`config.mk`:
```
export PLATFORM = sky130hd
export DESIGN_NAME = violation_log
export DESIGN_NICKNAME = d
export VERILOG_FILES = /design/src/source/umode_pkg.sv /design/src/source/violation_log.sv
export SDC_FILE = /design/constraint.sdc
export NUM_CORES = 1
export LEC_CHECK = 0
export BUFFER_PORTS_ARGS = -buffer_cell sky130_fd_sc_hd__buf_2
export CAP_MARGIN = 10
export CORE_MARGIN = 8
export CORE_UTILIZATION = 23
export CTS_CLUSTER_SIZE = 8
export DETAILED_ROUTE_END_ITERATION = 10
export GPL_TIMING_DRIVEN = 0
export PLACE_DENSITY = 0.54
export SLEW_MARGIN = 0
export SYNTH_ARGS = -nofsm -noshare
export SYNTH_HDL_FRONTEND = slang
export SYNTH_SLANG_ARGS = --single-unit
```
`constraint.sdc`:
```
create_clock -name clk_i -period 5.02 [get_ports clk_i]
set_clock_uncertainty 0.2 [all_clocks]
set_input_delay 0.502 -clock clk_i [delete_from_list [all_inputs] [get_ports clk_i]]
set_output_delay 0.502 -clock clk_i [all_outputs]
set_load 0.05 [all_outputs]
```
`src/source/umode_pkg.sv`:
```
`default_nettype none

package umode_pkg;

  // privilege modes, only U and M are implemented
  typedef enum logic [1:0] {
    MODE_U = 2'd0,
    MODE_S = 2'd1,
    MODE_R = 2'd2,
    MODE_M = 2'd3
  } priv_mode_e;

  typedef enum logic [2:0] {
    CLASS_OTHER,
    CLASS_MRET,
    CLASS_WFI,
    CLASS_ECALL,
    CLASS_EBREAK,
    CLASS_URET,
    CLASS_CUSTOM,
    CLASS_CSR_HIGH
  } insn_class_e;

  typedef struct packed {
    logic       trap;
    logic       exception;
    logic [5:0] cause;
  } trap_t;

  // one retired instruction as seen on the trace port
  typedef struct packed {
    priv_mode_e  mode;
    logic [31:0] insn;
    trap_t       trap;
    logic [31:0] mstatus_rdata;
    logic [31:0] mstatus_wdata;
    logic [31:0] mstatus_wmask;
    logic [31:0] mscratch_wmask;
  } retire_t;

  // bit index of each rule in the violation vector
  typedef enum logic [3:0] {
    RULE_MODE_SUPPORTED = 4'd0,
    RULE_MSCRATCH       = 4'd1,
    RULE_MPP_LEGAL      = 4'd2,
    RULE_UMODE_MPRV     = 4'd3,
    RULE_WFI_TW         = 4'd4,
    RULE_ECALL          = 4'd5,
    RULE_MUST_ILLEGAL   = 4'd6,
    RULE_TRAP_TO_M      = 4'd7,
    RULE_MRET_TO_MPP    = 4'd8
  } rule_e;

  localparam int NUM_RULES = 9;
  localparam int COUNT_W   = 8;

  typedef logic [NUM_RULES-1:0] violation_t;

  // mstatus fields
  localparam int MPP_POS  = 11;
  localparam int MPP_W    = 2;
  localparam int MPRV_POS = 17;
  localparam int TW_POS   = 21;

  localparam logic [6:0]  SYSTEM_OPCODE = 7'b1110011;
  localparam logic [31:0] MRET_IDATA    = 32'b0011000_00010_00000_000_00000_1110011;
  localparam logic [31:0] WFI_IDATA     = 32'b0001000_00101_00000_000_00000_1110011;
  localparam logic [31:0] ECALL_IDATA   = 32'b000000000000_00000_000_00000_1110011;
  localparam logic [31:0] EBREAK_IDATA  = 32'b000000000001_00000_000_00000_1110011;
  localparam logic [31:0] URET_IDATA    = 32'b0000000_00010_00000_000_00000_1110011;

  // custom system opcodes, matched under mask
  localparam logic [31:0] CUSTOM0_IDATA = 32'b100011_00000000000_000_00000_1110011;
  localparam logic [31:0] CUSTOM0_IMASK = 32'b111111_00000000000_111_00000_1111111;
  localparam logic [31:0] CUSTOM1_IDATA = 32'b110011_00000000000_000_00000_1110011;
  localparam logic [31:0] CUSTOM1_IMASK = 32'b111111_00000000000_111_00000_1111111;

  localparam logic [5:0] EXC_ILLEGAL = 6'd2;
  localparam logic [5:0] EXC_ECALL_U = 6'd8;

endpackage

`default_nettype wire

```
`src/source/violation_log.sv`:
```
`timescale 1ns/1ps
`default_nettype none

module violation_log (
  input  wire logic                         clk_i,
  input  wire logic                         reset,
  input  wire logic                         retire_valid,
  input  wire logic                         log_clear,
  input  wire umode_pkg::violation_t        single_viol,
  input  wire umode_pkg::violation_t        seq_viol,
  output umode_pkg::violation_t             violation,
  output umode_pkg::violation_t             violation_sticky,
  output logic [umode_pkg::COUNT_W-1:0]     violation_count
);

  import umode_pkg::*;

  localparam logic [COUNT_W-1:0] COUNT_MAX = {COUNT_W{1'b1}};

  violation_t         merged;
  logic               hit;
  violation_t         sticky_base;
  logic [COUNT_W-1:0] count_base;

  assign merged = retire_valid ? (single_viol | seq_viol) : '0;
  assign hit    = |merged;

  // a clear still keeps whatever is reported at the same edge
  assign sticky_base = log_clear ? '0 : violation_sticky;
  assign count_base  = log_clear ? '0 : violation_count;

  always_ff @(posedge clk_i) begin
    if (reset) begin
      violation        <= '0;
      violation_sticky <= '0;
      violation_count  <= '0;
    end else begin
      violation        <= merged;
      violation_sticky <= sticky_base | merged;
      if (hit && (count_base != COUNT_MAX)) begin
        violation_count <= count_base + 1'b1;
      end else begin
        violation_count <= count_base;
      end
    end
  end

endmodule

`default_nettype wire

```
==> run summary, run 1 <==
Startpoint Class - flop
yosys warns - 0
syn nets - 135
post-cts hold buffer count - 0
H-tree levels - 1
RSZ-0062 raised after global routing - false
synthesis-stage register bit count - 26
most common cell after layout, fill and taps aside - buf_2
CTS tree - built
Compound-Gate Fraction of Synth Area - 0.149
Area Overhead vs Synth - 34.4%
drt first pass iters - 4
CTS Root Cell - clkbuf_8
CORE AREA - 4290 um2
met2 WL - 1.25 mm
post-DP HPWL - 2.16 mm
Die ar. - 6740 um2
Mapped Area - 1000 um2
Period minus WS final - 2040 ps
Mapped Avg Cell Area - 8.97 um2
Peak supply drop - 0.0000916 V
post-synthesis xor/xnor area fraction - 0
r2r worst-path depth - 6
Worst-Margin Slew - 533 ps
max-cap viol count - 0
hold_ws - 256 ps
Finished Core Util - 0.314
critical path type - reg2reg
CP Max Fanout - 3
Total Wirelength - 2.76 mm
Leak - 0.701 nW
Critical R2R Launch - violation_count[0]$_SDFF_PP0_
top metal layer carrying routed signals - met4
Synth Area in Simple Gates - 0.257
setup ws final - 2980 ps
GRT overflow - 0
cts repair resizes - 0
period utilization - 0.406
final hold violation count - 0
CTS Buf Count - 3
Crit. End Element - flop
Worst EP required - 4990 ps
Total GRT Usage - 0.0827
vias in the first global route - 968
Clock Tree Buf Depth - 2
Max Freq - 491 MHz
mux contribution to synthesized area - 0.0299
WHS Path Cells - 1
diode count - 0
vias - 947
critical-path cell list - nor2b_1 -> ha_1 -> and4b_1 -> nand4_1 -> or3_1 -> o311a_1
clock sink total - 26
DIE HEIGHT - 82.1 um
drc violations - 0
mean routed wirelength per cell - 13.0 um
power density cells - 320 nW/um2
Setup Buffers After CTS - 0
Crit path max-delay family - simple AND/OR/NAND/NOR gates
Clk Latency, worst-skew pair - 270 ps
clock slew at reported path FFs - 90 ps
Boundary Pins - 48
pin count of the biggest net entering global routing - 15
Die W - 82.1 um
CP arrival - 2000 ps
worst setup path endpoint - violation_count[6]$_SDFF_PP0_
count of cell types in the netlist - 27
Mapped Cells - 112
Starting Density - 0.234
Reg2Reg Capture Point - violation_count[6]$_SDFF_PP0_
Seq/Total Area, Yosys - 0.518
most frequent cells in the layout - 45 x buf_2, 26 x dfxtp_1, 22 x nor2_1
Slew Limit Fails - 0
ratio of cells with drive above 1 in the final layout - 0.311
antenna viol nets, final - 0
Worst path depth - 6
crit path buf inv count - 0
largest family of logic cells by synthesized area - simple AND/OR/NAND/NOR gates
vias per cell - 4.45
GPL Wtd Cong - 0.723
slowest cell on the critical path - dfxtp_1
crit path from - violation_count[0]$_SDFF_PP0_
Post-Route Setup TNS - 0 ps
min-delay worst type - reg2reg
Nets - 185
status - completed
PortBufs - 45
Initial DRC Count - 39
initial antenna violation count - 0
worst relative slew slack - 0.645
Final Setup Violations - 0
CP peak stage delay - 350 ps
Placement Setup Slack - 2730 ps
Rows - 24
Post-Route M1 WL - 1.29 mm
met3 wire len - 211 um
global-route wire length before repair - 4.42 mm
post-synthesis adder-cell area fraction - 0.0125
reg-to-reg slack, setup - 2980 ps
logic make-up after synthesis:
logic type | count (synthesis)
fa+ha+maj | 1
compound gates | 21
simple gates | 54
buf+inv | 7
flops | 26
mux | 3
cells in the mapped netlist, drive strengths merged:
cell / n / area (um2)
a21o: 11 / 82.6
a21oi: 1 / 5.00
and2b: 2 / 15.0
and3: 2 / 12.5
and4b: 1 / 10.0
buf: 1 / 11.3
clkbuf: 2 / 7.51
dfxtp: 26 / 521
ha: 1 / 12.5
inv: 4 / 15.0
mux2i: 3 / 30.0
nand2: 10 / 37.5
nand2b: 1 / 6.26
nand3: 4 / 20.0
nand4: 2 / 12.5
nor2: 22 / 82.6
nor2b: 1 / 6.26
nor3: 2 / 10.0
nor4: 3 / 18.8
o211ai: 2 / 15.0
o21ai: 3 / 15.0
o22ai: 1 / 6.26
o311a: 1 / 10.0
o31ai: 1 / 7.51
o41ai: 1 / 8.76
or3: 3 / 18.8
or4: 1 / 7.51
worst min-delay path by stage:
stage / start / endpoint / slack (ps)
2_1_floorplan: single_viol[2] / violation[2]$_SDFF_PP0_ / 470
3_3_place_gp: violation_sticky[8]$_SDFF_PP0_ / violation_sticky[8]$_SDFF_PP0_ / 230
3_5_place_dp: violation_sticky[6]$_SDFF_PP0_ / violation_sticky[6]$_SDFF_PP0_ / 230
4_1_cts: violation_sticky[8]$_SDFF_PP0_ / violation_sticky[8]$_SDFF_PP0_ / 260
5_1_grt: violation_sticky[0]$_SDFF_PP0_ / violation_sticky[0]$_SDFF_PP0_ / 270
6_report: violation_sticky[8]$_SDFF_PP0_ / violation_sticky[8]$_SDFF_PP0_ / 260
layout make-up:
cell class | instances | area (um2)
Tap cell | 52 | 65.1
Timing Repair Buffer | 45 | 225
Buffer | 3 | 18.8
Fill cell | 459 | 2940
Multi-Input combinational cell | 79 | 450
Sequential cell | 26 | 520
Clock buffer | 4 | 55.1
Inverter | 4 | 15.0
worst reg2reg max path, cell delays in order (launching register included):
cell     delay, ps
dfxtp_1        350
nor2b_1        210
ha_1           210
and4b_1        240
nand4_1        120
or3_1          320
o311a_1        280
power by group:
part           switching [mW]  total, mW  internal, mW
combinational          0.0547     0.0750        0.0202
clock                  0.0663      0.136        0.0701
sequential            0.00380      0.220         0.216
state kept, by name, indices dropped and copies added, names as in the netlist:
signal	flops
violation_sticky	9
violation_count	8
violation	9
routing by layer:
layer | up-vias | track usage
met2 | 27 | 0.132
met4 | 0 | 0.0211
li1 | 488 | -
met5 | - | 0
met3 | 2 | 0.0249
met1 | 430 | 0.106
through the flow:
stage / area [um2] / total power, mW / cells
after floorplan: 1000 / 0.277 / 112
after global placement: 1290 / 0.301 / 209
after detailed placement: 1290 / 0.301 / 209
after CTS: 1350 / 0.437 / 213
after global routing: 1350 / 0.453 / 213
final: 1350 / 0.431 / 213
Power figures use the tool's default switching activity.
==> run 2, diff against run 1 <==
clock period = 2.07 ns   (was 5.02 ns; I/O delays follow)
==> run 2 against run 1 <==
Against the previous run: first-iteration DRC count shrank 10%; sequential cell count is the same; combinational power grew 140%; critical endpoint unchanged; core utilization grew 0.44 points; sequential share of layout area shrank 0.16 points; sequential power grew 140%; count of clock-buffer cells in the layout is the same; non-clock buffer count is the same; critical path depth is the same; die area is the same; largest cell class unchanged; global-route usage grew 0.56 points; largest power group unchanged; fmax grew 4.5%.
==> run summary, run 2 (same netlist as run 1, synthesis figures left out) <==
status - completed
Worst-Margin Slew - 575 ps (+42.1 ps)
Final Setup Violations - 0 (unchanged)
drt first pass iters - 4 (unchanged)
ratio of cells with drive above 1 in the final layout - 0.342 (+0.0311)
vias in the first global route - 1034 (+6.8%)
Total Wirelength - 2.79 mm (+1.0%)
Critical R2R Launch - violation_count[0]$_SDFF_PP0_
RSZ-0062 raised after global routing - false
Nets - 185 (unchanged)
max-cap viol count - 0 (unchanged)
PortBufs - 45 (unchanged)
global-route wire length before repair - 4.67 mm (+5.8%)
diode count - 0 (unchanged)
final hold violation count - 0 (unchanged)
H-tree levels - 1 (unchanged)
mean routed wirelength per cell - 13.1 um (+1.0%)
DIE HEIGHT - 82.1 um (unchanged)
worst relative slew slack - 0.615 (-0.0295)
design area - 1370 um2 (+1.4%)
Peak supply drop - 0.000279 V (+210%)
pin count of the biggest net entering global routing - 15 (unchanged)
CORE AREA - 4290 um2 (unchanged)
most common cell after layout, fill and taps aside - buf_2
Worst EP required - 2030 ps (-2960 ps)
Max Freq - 513 MHz (+4.5%)
drc violations - 0 (unchanged)
most frequent cells in the layout - 45 x buf_2, 24 x dfxtp_1, 22 x nor2_1
Slew Limit Fails - 0 (unchanged)
Die ar. - 6740 um2 (unchanged)
Boundary Pins - 48 (unchanged)
Die W - 82.1 um (unchanged)
initial antenna violation count - 0 (unchanged)
vias per cell - 4.50 (+1.3%)
crit path from - violation_count[0]$_SDFF_PP0_
Total GRT Usage - 0.0883 (+0.00556)
Clk Latency, worst-skew pair - 270 ps (about the same)
Setup Buffers After CTS - 0 (unchanged)
GRT overflow - 0 (unchanged)
Area Overhead vs Synth - 36.2%
CTS Buf Count - 3 (unchanged)
CP Max Fanout - 3 (unchanged)
min-delay worst type - in2reg
Period minus WS final - 1950 ps (-87.1 ps)
clock sink total - 26 (unchanged)
Initial DRC Count - 35 (-10%)
clock slew at reported path FFs - 90 ps (about the same)
Clock Tree Buf Depth - 2 (unchanged)
period utilization - 0.942 (+0.536)
hold path start - single_viol[2]
CP arrival - 1910 ps (-90 ps)
critical path type - reg2reg
CTS Root Cell - clkbuf_8
Starting Density - 0.234 (unchanged)
Leak - 0.703 nW (+0.25%)
area of placed instances - 1300 um2 (+0.39%)
Post-Route Setup TNS - 0 ps (unchanged)
CTS tree - built
antenna viol nets, final - 0 (unchanged)
Fillers - 474 (+3.3%)
GPL Wtd Cong - 0.704 (-2.6%)
vias - 959 (+1.3%)
Startpoint Class - flop
Pwr Total - 1.04 mW (+140%)
Rows - 24 (unchanged)
Crit. End Element - flop
post-DP HPWL - 2.23 mm (+3.4%)
Top Registers - violation: 9 flops, violation_sticky: 9 flops, violation_count: 8 flops
power density cells - 761 nW/um2 (+140%)
-- run 2: stage by stage --
stage,std cells,hold slack [ps],utilization,worst slack (ps)
6_report,213,19.0,0.319,120
5_1_grt,213,33.8,0.319,1.26
4_1_cts,213,11.7,0.316,57.2
3_5_place_dp,209,235,0.303,58.7
3_3_place_gp,209,231,0.303,44.6
2_1_floorplan,112,178,-,25.0
-- run 2: area by class of cell --
| type | count | area (um2) | share of cell area |
|---|---|---|---|
| buffer | 3 | 18.8 | 0.0137 |
| clock buffer | 4 | 55.1 | 0.0402 |
| inverter | 4 | 15.0 | 0.0110 |
| multi-input combinational | 79 | 464 | 0.339 |
| sequential | 26 | 526 | 0.384 |
| tap | 52 | 65.1 | 0.0475 |
| timing repair buffer | 45 | 225 | 0.165 |
-- run 2: where the power goes --
group	leakage [nW]	switching, mW	internal (mW)
clock	0.0288	0.156	0.170
combinational	0.459	0.133	0.0495
sequential	0.215	0.00903	0.524
-- run 2: metal layers --
metal	up-vias	track usage	part of all wire	wire length, um
li1	493	-	-	-
met1	441	0.0954	0.43	1190
met5	-	0	0	0
met3	4	0.0303	0.081	227
met2	21	0.149	0.48	1340
met4	0	0.0474	0.014	38
-- run 2: critical path, cell delays in order, from the launching register on --
cell     delay [ps]
dfxtp_4         350
nor2b_2         160
ha_1            180
and4b_1         230
nand4_1         120
or3_1           320
o311a_1         280
-- run 2: path summary, 6_finish.rpt --
kind | to | slack, ps | depth (start not counted)
hold / removal | violation[2]$_SDFF_PP0_ | 20 | 3
hold reg to reg | violation_sticky[0]$_SDFF_PP0_ | 250 | 1
setup / recovery | violation_count[6]$_SDFF_PP0_ | 120 | 6
setup reg to reg | violation_count[6]$_SDFF_PP0_ | 120 | 6
-- run 2: what timing repair did --
item	in CTS	in global routing
gates resized for setup	0	3
hold buffers	0	0
setup endpoints to repair	0	3
==> run 3, diff against run 2 <==
ABC_AREA = 1   (was default)
CORE_MARGIN = 10   (was 8)
PLACE_DENSITY = 0.53   (was 0.54)
==> run 3 against run 2 <==
Against the previous run: combinational power grew 9%; final cell count grew 22%; first-iteration DRC count grew 5.7%; core utilization shrank 0.30 points; non-clock buffer count grew 2; clock power grew 30%; hold slack lost 13 ps; critical path depth grew 4; via count grew 13%; wire length grew 9.3%; count of clock-buffer cells in the layout shrank 1.
==> run summary, run 3 <==
final hold violation count - 0 (unchanged)
global-route wire length before repair - 5.01 mm (+7.2%)
Post-Route Setup TNS - 0 ps (unchanged)
Int Power - 0.834 mW (+12%)
drc violations - 0 (unchanged)
GR Util met3 - 0.0173 (-0.0130)
CP arrival - 1780 ps (-130 ps)
vias in the first global route - 1107 (+7.1%)
switching power share of the total - 0.277 (-0.00850)
Finished Core Util - 0.316 (-0.00303)
Total GRT Usage - 0.0806 (-0.00762)
synthesis-stage register bit count - 26 (unchanged)
GR Util met1 - 0.0838 (-0.0115)
H-tree levels - 1 (unchanged)
Die W - 89.5 um (+9.0%)
Mapped Avg Cell Area - 7.11 um2 (-21%)
yosys warns - 0 (unchanged)
DIE HEIGHT - 89.5 um (+9.0%)
Boundary Pins - 48 (unchanged)
Max Freq - 553 MHz (+7.8%)
Pwr Total - 1.15 mW (+11%)
Nets - 230 (+24%)
Mapped Area - 1110 um2 (+10%)
Starting Density - 0.237 (+0.00256)
diode count - 0 (unchanged)
drt first pass iters - 4 (unchanged)
worst relative slew slack - 0.703 (+0.0875)
CTS tree - built
post-DP HPWL - 2.46 mm (+10%)
clock network power share - 0.367 (+0.054)
Slew Limit Fails - 0 (unchanged)
clock sink total - 26 (unchanged)
clock slew at reported path FFs - 90 ps (about the same)
min-delay worst type - in2reg
met2 Use GR - 0.149 (about the same)
Period minus WS final - 1810 ps (-141 ps)
Rows - 25 (+4.2%)
ys async rst share - 0 (unchanged)
net switching power - 0.320 mW (+7.6%)
Clock Tree Buf Depth - 2 (unchanged)
CTS Buf Count - 3 (unchanged)
vias - 1080 (+13%)
ratio of cells with drive above 1 in the final layout - 0.311 (-0.0309)
PortBufs - 46 (+2.2%)
Worst EP required - 2040 ps (about the same)
leading area contributor after synthesis - dfxtp_1
Comb pwr share - 0.171 (-0.004)
CORE AREA - 4690 um2 (+9.3%)
Seq/Total Area, Yosys - 0.469 (-0.0491)
Post-synth EDFFs - 0 (unchanged)
Peak supply drop - 0.000392 V (+40%)
Area Overhead vs Synth - 33.5%
Fillers - 523 (+10%)
most frequent cells in the layout - 46 x buf_2, 37 x nor2_1, 26 x nand2_1, 26 x dfxtp_1, 18 x inv_1
max-cap viol count - 0 (unchanged)
main flop type after synthesis - dfxtp_1
top cells by count, synth - 38 x nor2_1, 26 x dfxtp_1, 26 x nand2_1
Leak - 0.739 nW (+5.2%)
Total Wirelength - 3.05 mm (+9.3%)
CP Max Fanout - 6 (+3)
most common cell in the netlist - nor2_1
syn nets - 179 (+33%)
Final Setup Violations - 0 (unchanged)
Die ar. - 8000 um2 (+19%)
Initial DRC Count - 37 (+5.7%)
Yosys top cell area share - 0.469 (-0.0491)
Worst-Margin Slew - 446 ps (-129 ps)
most common cell after layout, fill and taps aside - buf_2
Top Registers - violation: 9 flops, violation_sticky: 9 flops, violation_count: 8 flops
GPL Wtd Cong - 0.771 (+9.5%)
Clk Latency, worst-skew pair - 270 ps (about the same)
period utilization - 0.874 (-0.0682)
top post-synthesis cells by area - dfxtp_1 47%, nor2_1 13%, nand2_1 8.8%, a21oi_1 7.7%, inv_1 6.1%
initial antenna violation count - 0 (unchanged)
Startpoint Class - flop
Seq pwr share - 0.461 (-0.051)
GRT overflow - 0 (unchanged)
status - completed
antenna viol nets, final - 0 (unchanged)
Mapped Cells - 156 (+39%)
global route hottest layer - met2
CTS Root Cell - clkbuf_8
vias per cell - 4.15 (-7.7%)
Crit. End Element - flop
RSZ-0062 raised after global routing - false
mean routed wirelength per cell - 11.7 um (-10%)
critical path type - reg2reg
count of cell types in the netlist - 16 (-41%)
power density cells - 779 nW/um2 (+2.5%)
pin count of the biggest net entering global routing - 16 (+1)
==> run 3: worst max-delay path, stage by stage, from the launching register on <==
cell and delay (ps):
dfxtp_1 360, inv_1 60, nor2_2 120, ha_1 190, nand2_1 70, nor2_2 170, inv_2 70, nor2_4 160
inv_2 90, a21oi_1 150, nor2_1 60
==> run 3: kinds of logic (layout without fill, tap and decap cells) <==
| group | count (synthesis) | count (layout) | share of synthesized area |
|---|---|---|---|
| AND/OR/NAND/NOR | 81 | 81 | 0.318 |
| adder cells (fa/ha/maj) | 1 | 1 | 0.0113 |
| AO/OA/AOI/OAI | 23 | 23 | 0.104 |
| buffers and inverters | 25 | 75 | 0.0981 |
| flip-flops | 26 | 26 | 0.469 |
==> run 3: layer usage <==
layer	up-vias	part of all wire	wire length (um)
met4	0	0.012	36
met2	16	0.53	1610
met1	478	0.41	1260
li1	584	-	-
met5	-	0	0
met3	2	0.049	149
==> run 3: stage by stage <==
stage | instances | instance area, um2 | hold slack, ps | setup slack (ps)
6_report | 260 | 1480 | 6.14 | 261
3_3_place_gp | 256 | 1410 | 251 | 234
3_5_place_dp | 256 | 1410 | 253 | 206
2_1_floorplan | 156 | 1110 | 176 | 32.2
4_1_cts | 260 | 1480 | 3.99 | 192
5_1_grt | 260 | 1480 | 20.0 | 61.5
==> run 3: path summary, 6_finish.rpt <==
check | cells past startpoint | slack [ps] | to | startpoint
max | 10 | 260 | violation_count[1]$_SDFF_PP0_ | violation_count[0]$_SDFF_PP0_
min reg2reg | 2 | 260 | violation_sticky[0]$_SDFF_PP0_ | violation_sticky[0]$_SDFF_PP0_
min | 3 | 6 | violation[4]$_SDFF_PP0_ | single_viol[4]
max reg2reg | 10 | 260 | violation_count[1]$_SDFF_PP0_ | violation_count[0]$_SDFF_PP0_
==> run 3: area by class of cell <==
cell class                      count  area (um2)  share of cell area
Timing Repair Buffer               46         230               0.155
Sequential cell                    26         520               0.351
Clock inverter                      1        30.0              0.0203
Tap cell                           54        67.6              0.0456
Inverter                           21        78.8              0.0532
Buffer                              4        30.0              0.0203
Clock buffer                        3        41.3              0.0279
Multi-Input combinational cell    105         483               0.326
==> run 3: power groups by stage <==
stage	Clock, mW	Sequential, mW	Combinational (mW)
finish	0.424	0.533	0.198
global route	0.457	0.536	0.216
CTS	0.439	0.533	0.201
detailed placement	0	0.545	0.201
global placement	0	0.544	0.200
floorplan	0	0.630	0.0532
==> run 3: repair_timing <==
action,in CTS,in global routing
setup endpoints to repair,0,1
setup buffers,0,0
hold buffers,0,0
hold endpoints to repair,0,0
gates resized for setup,0,1
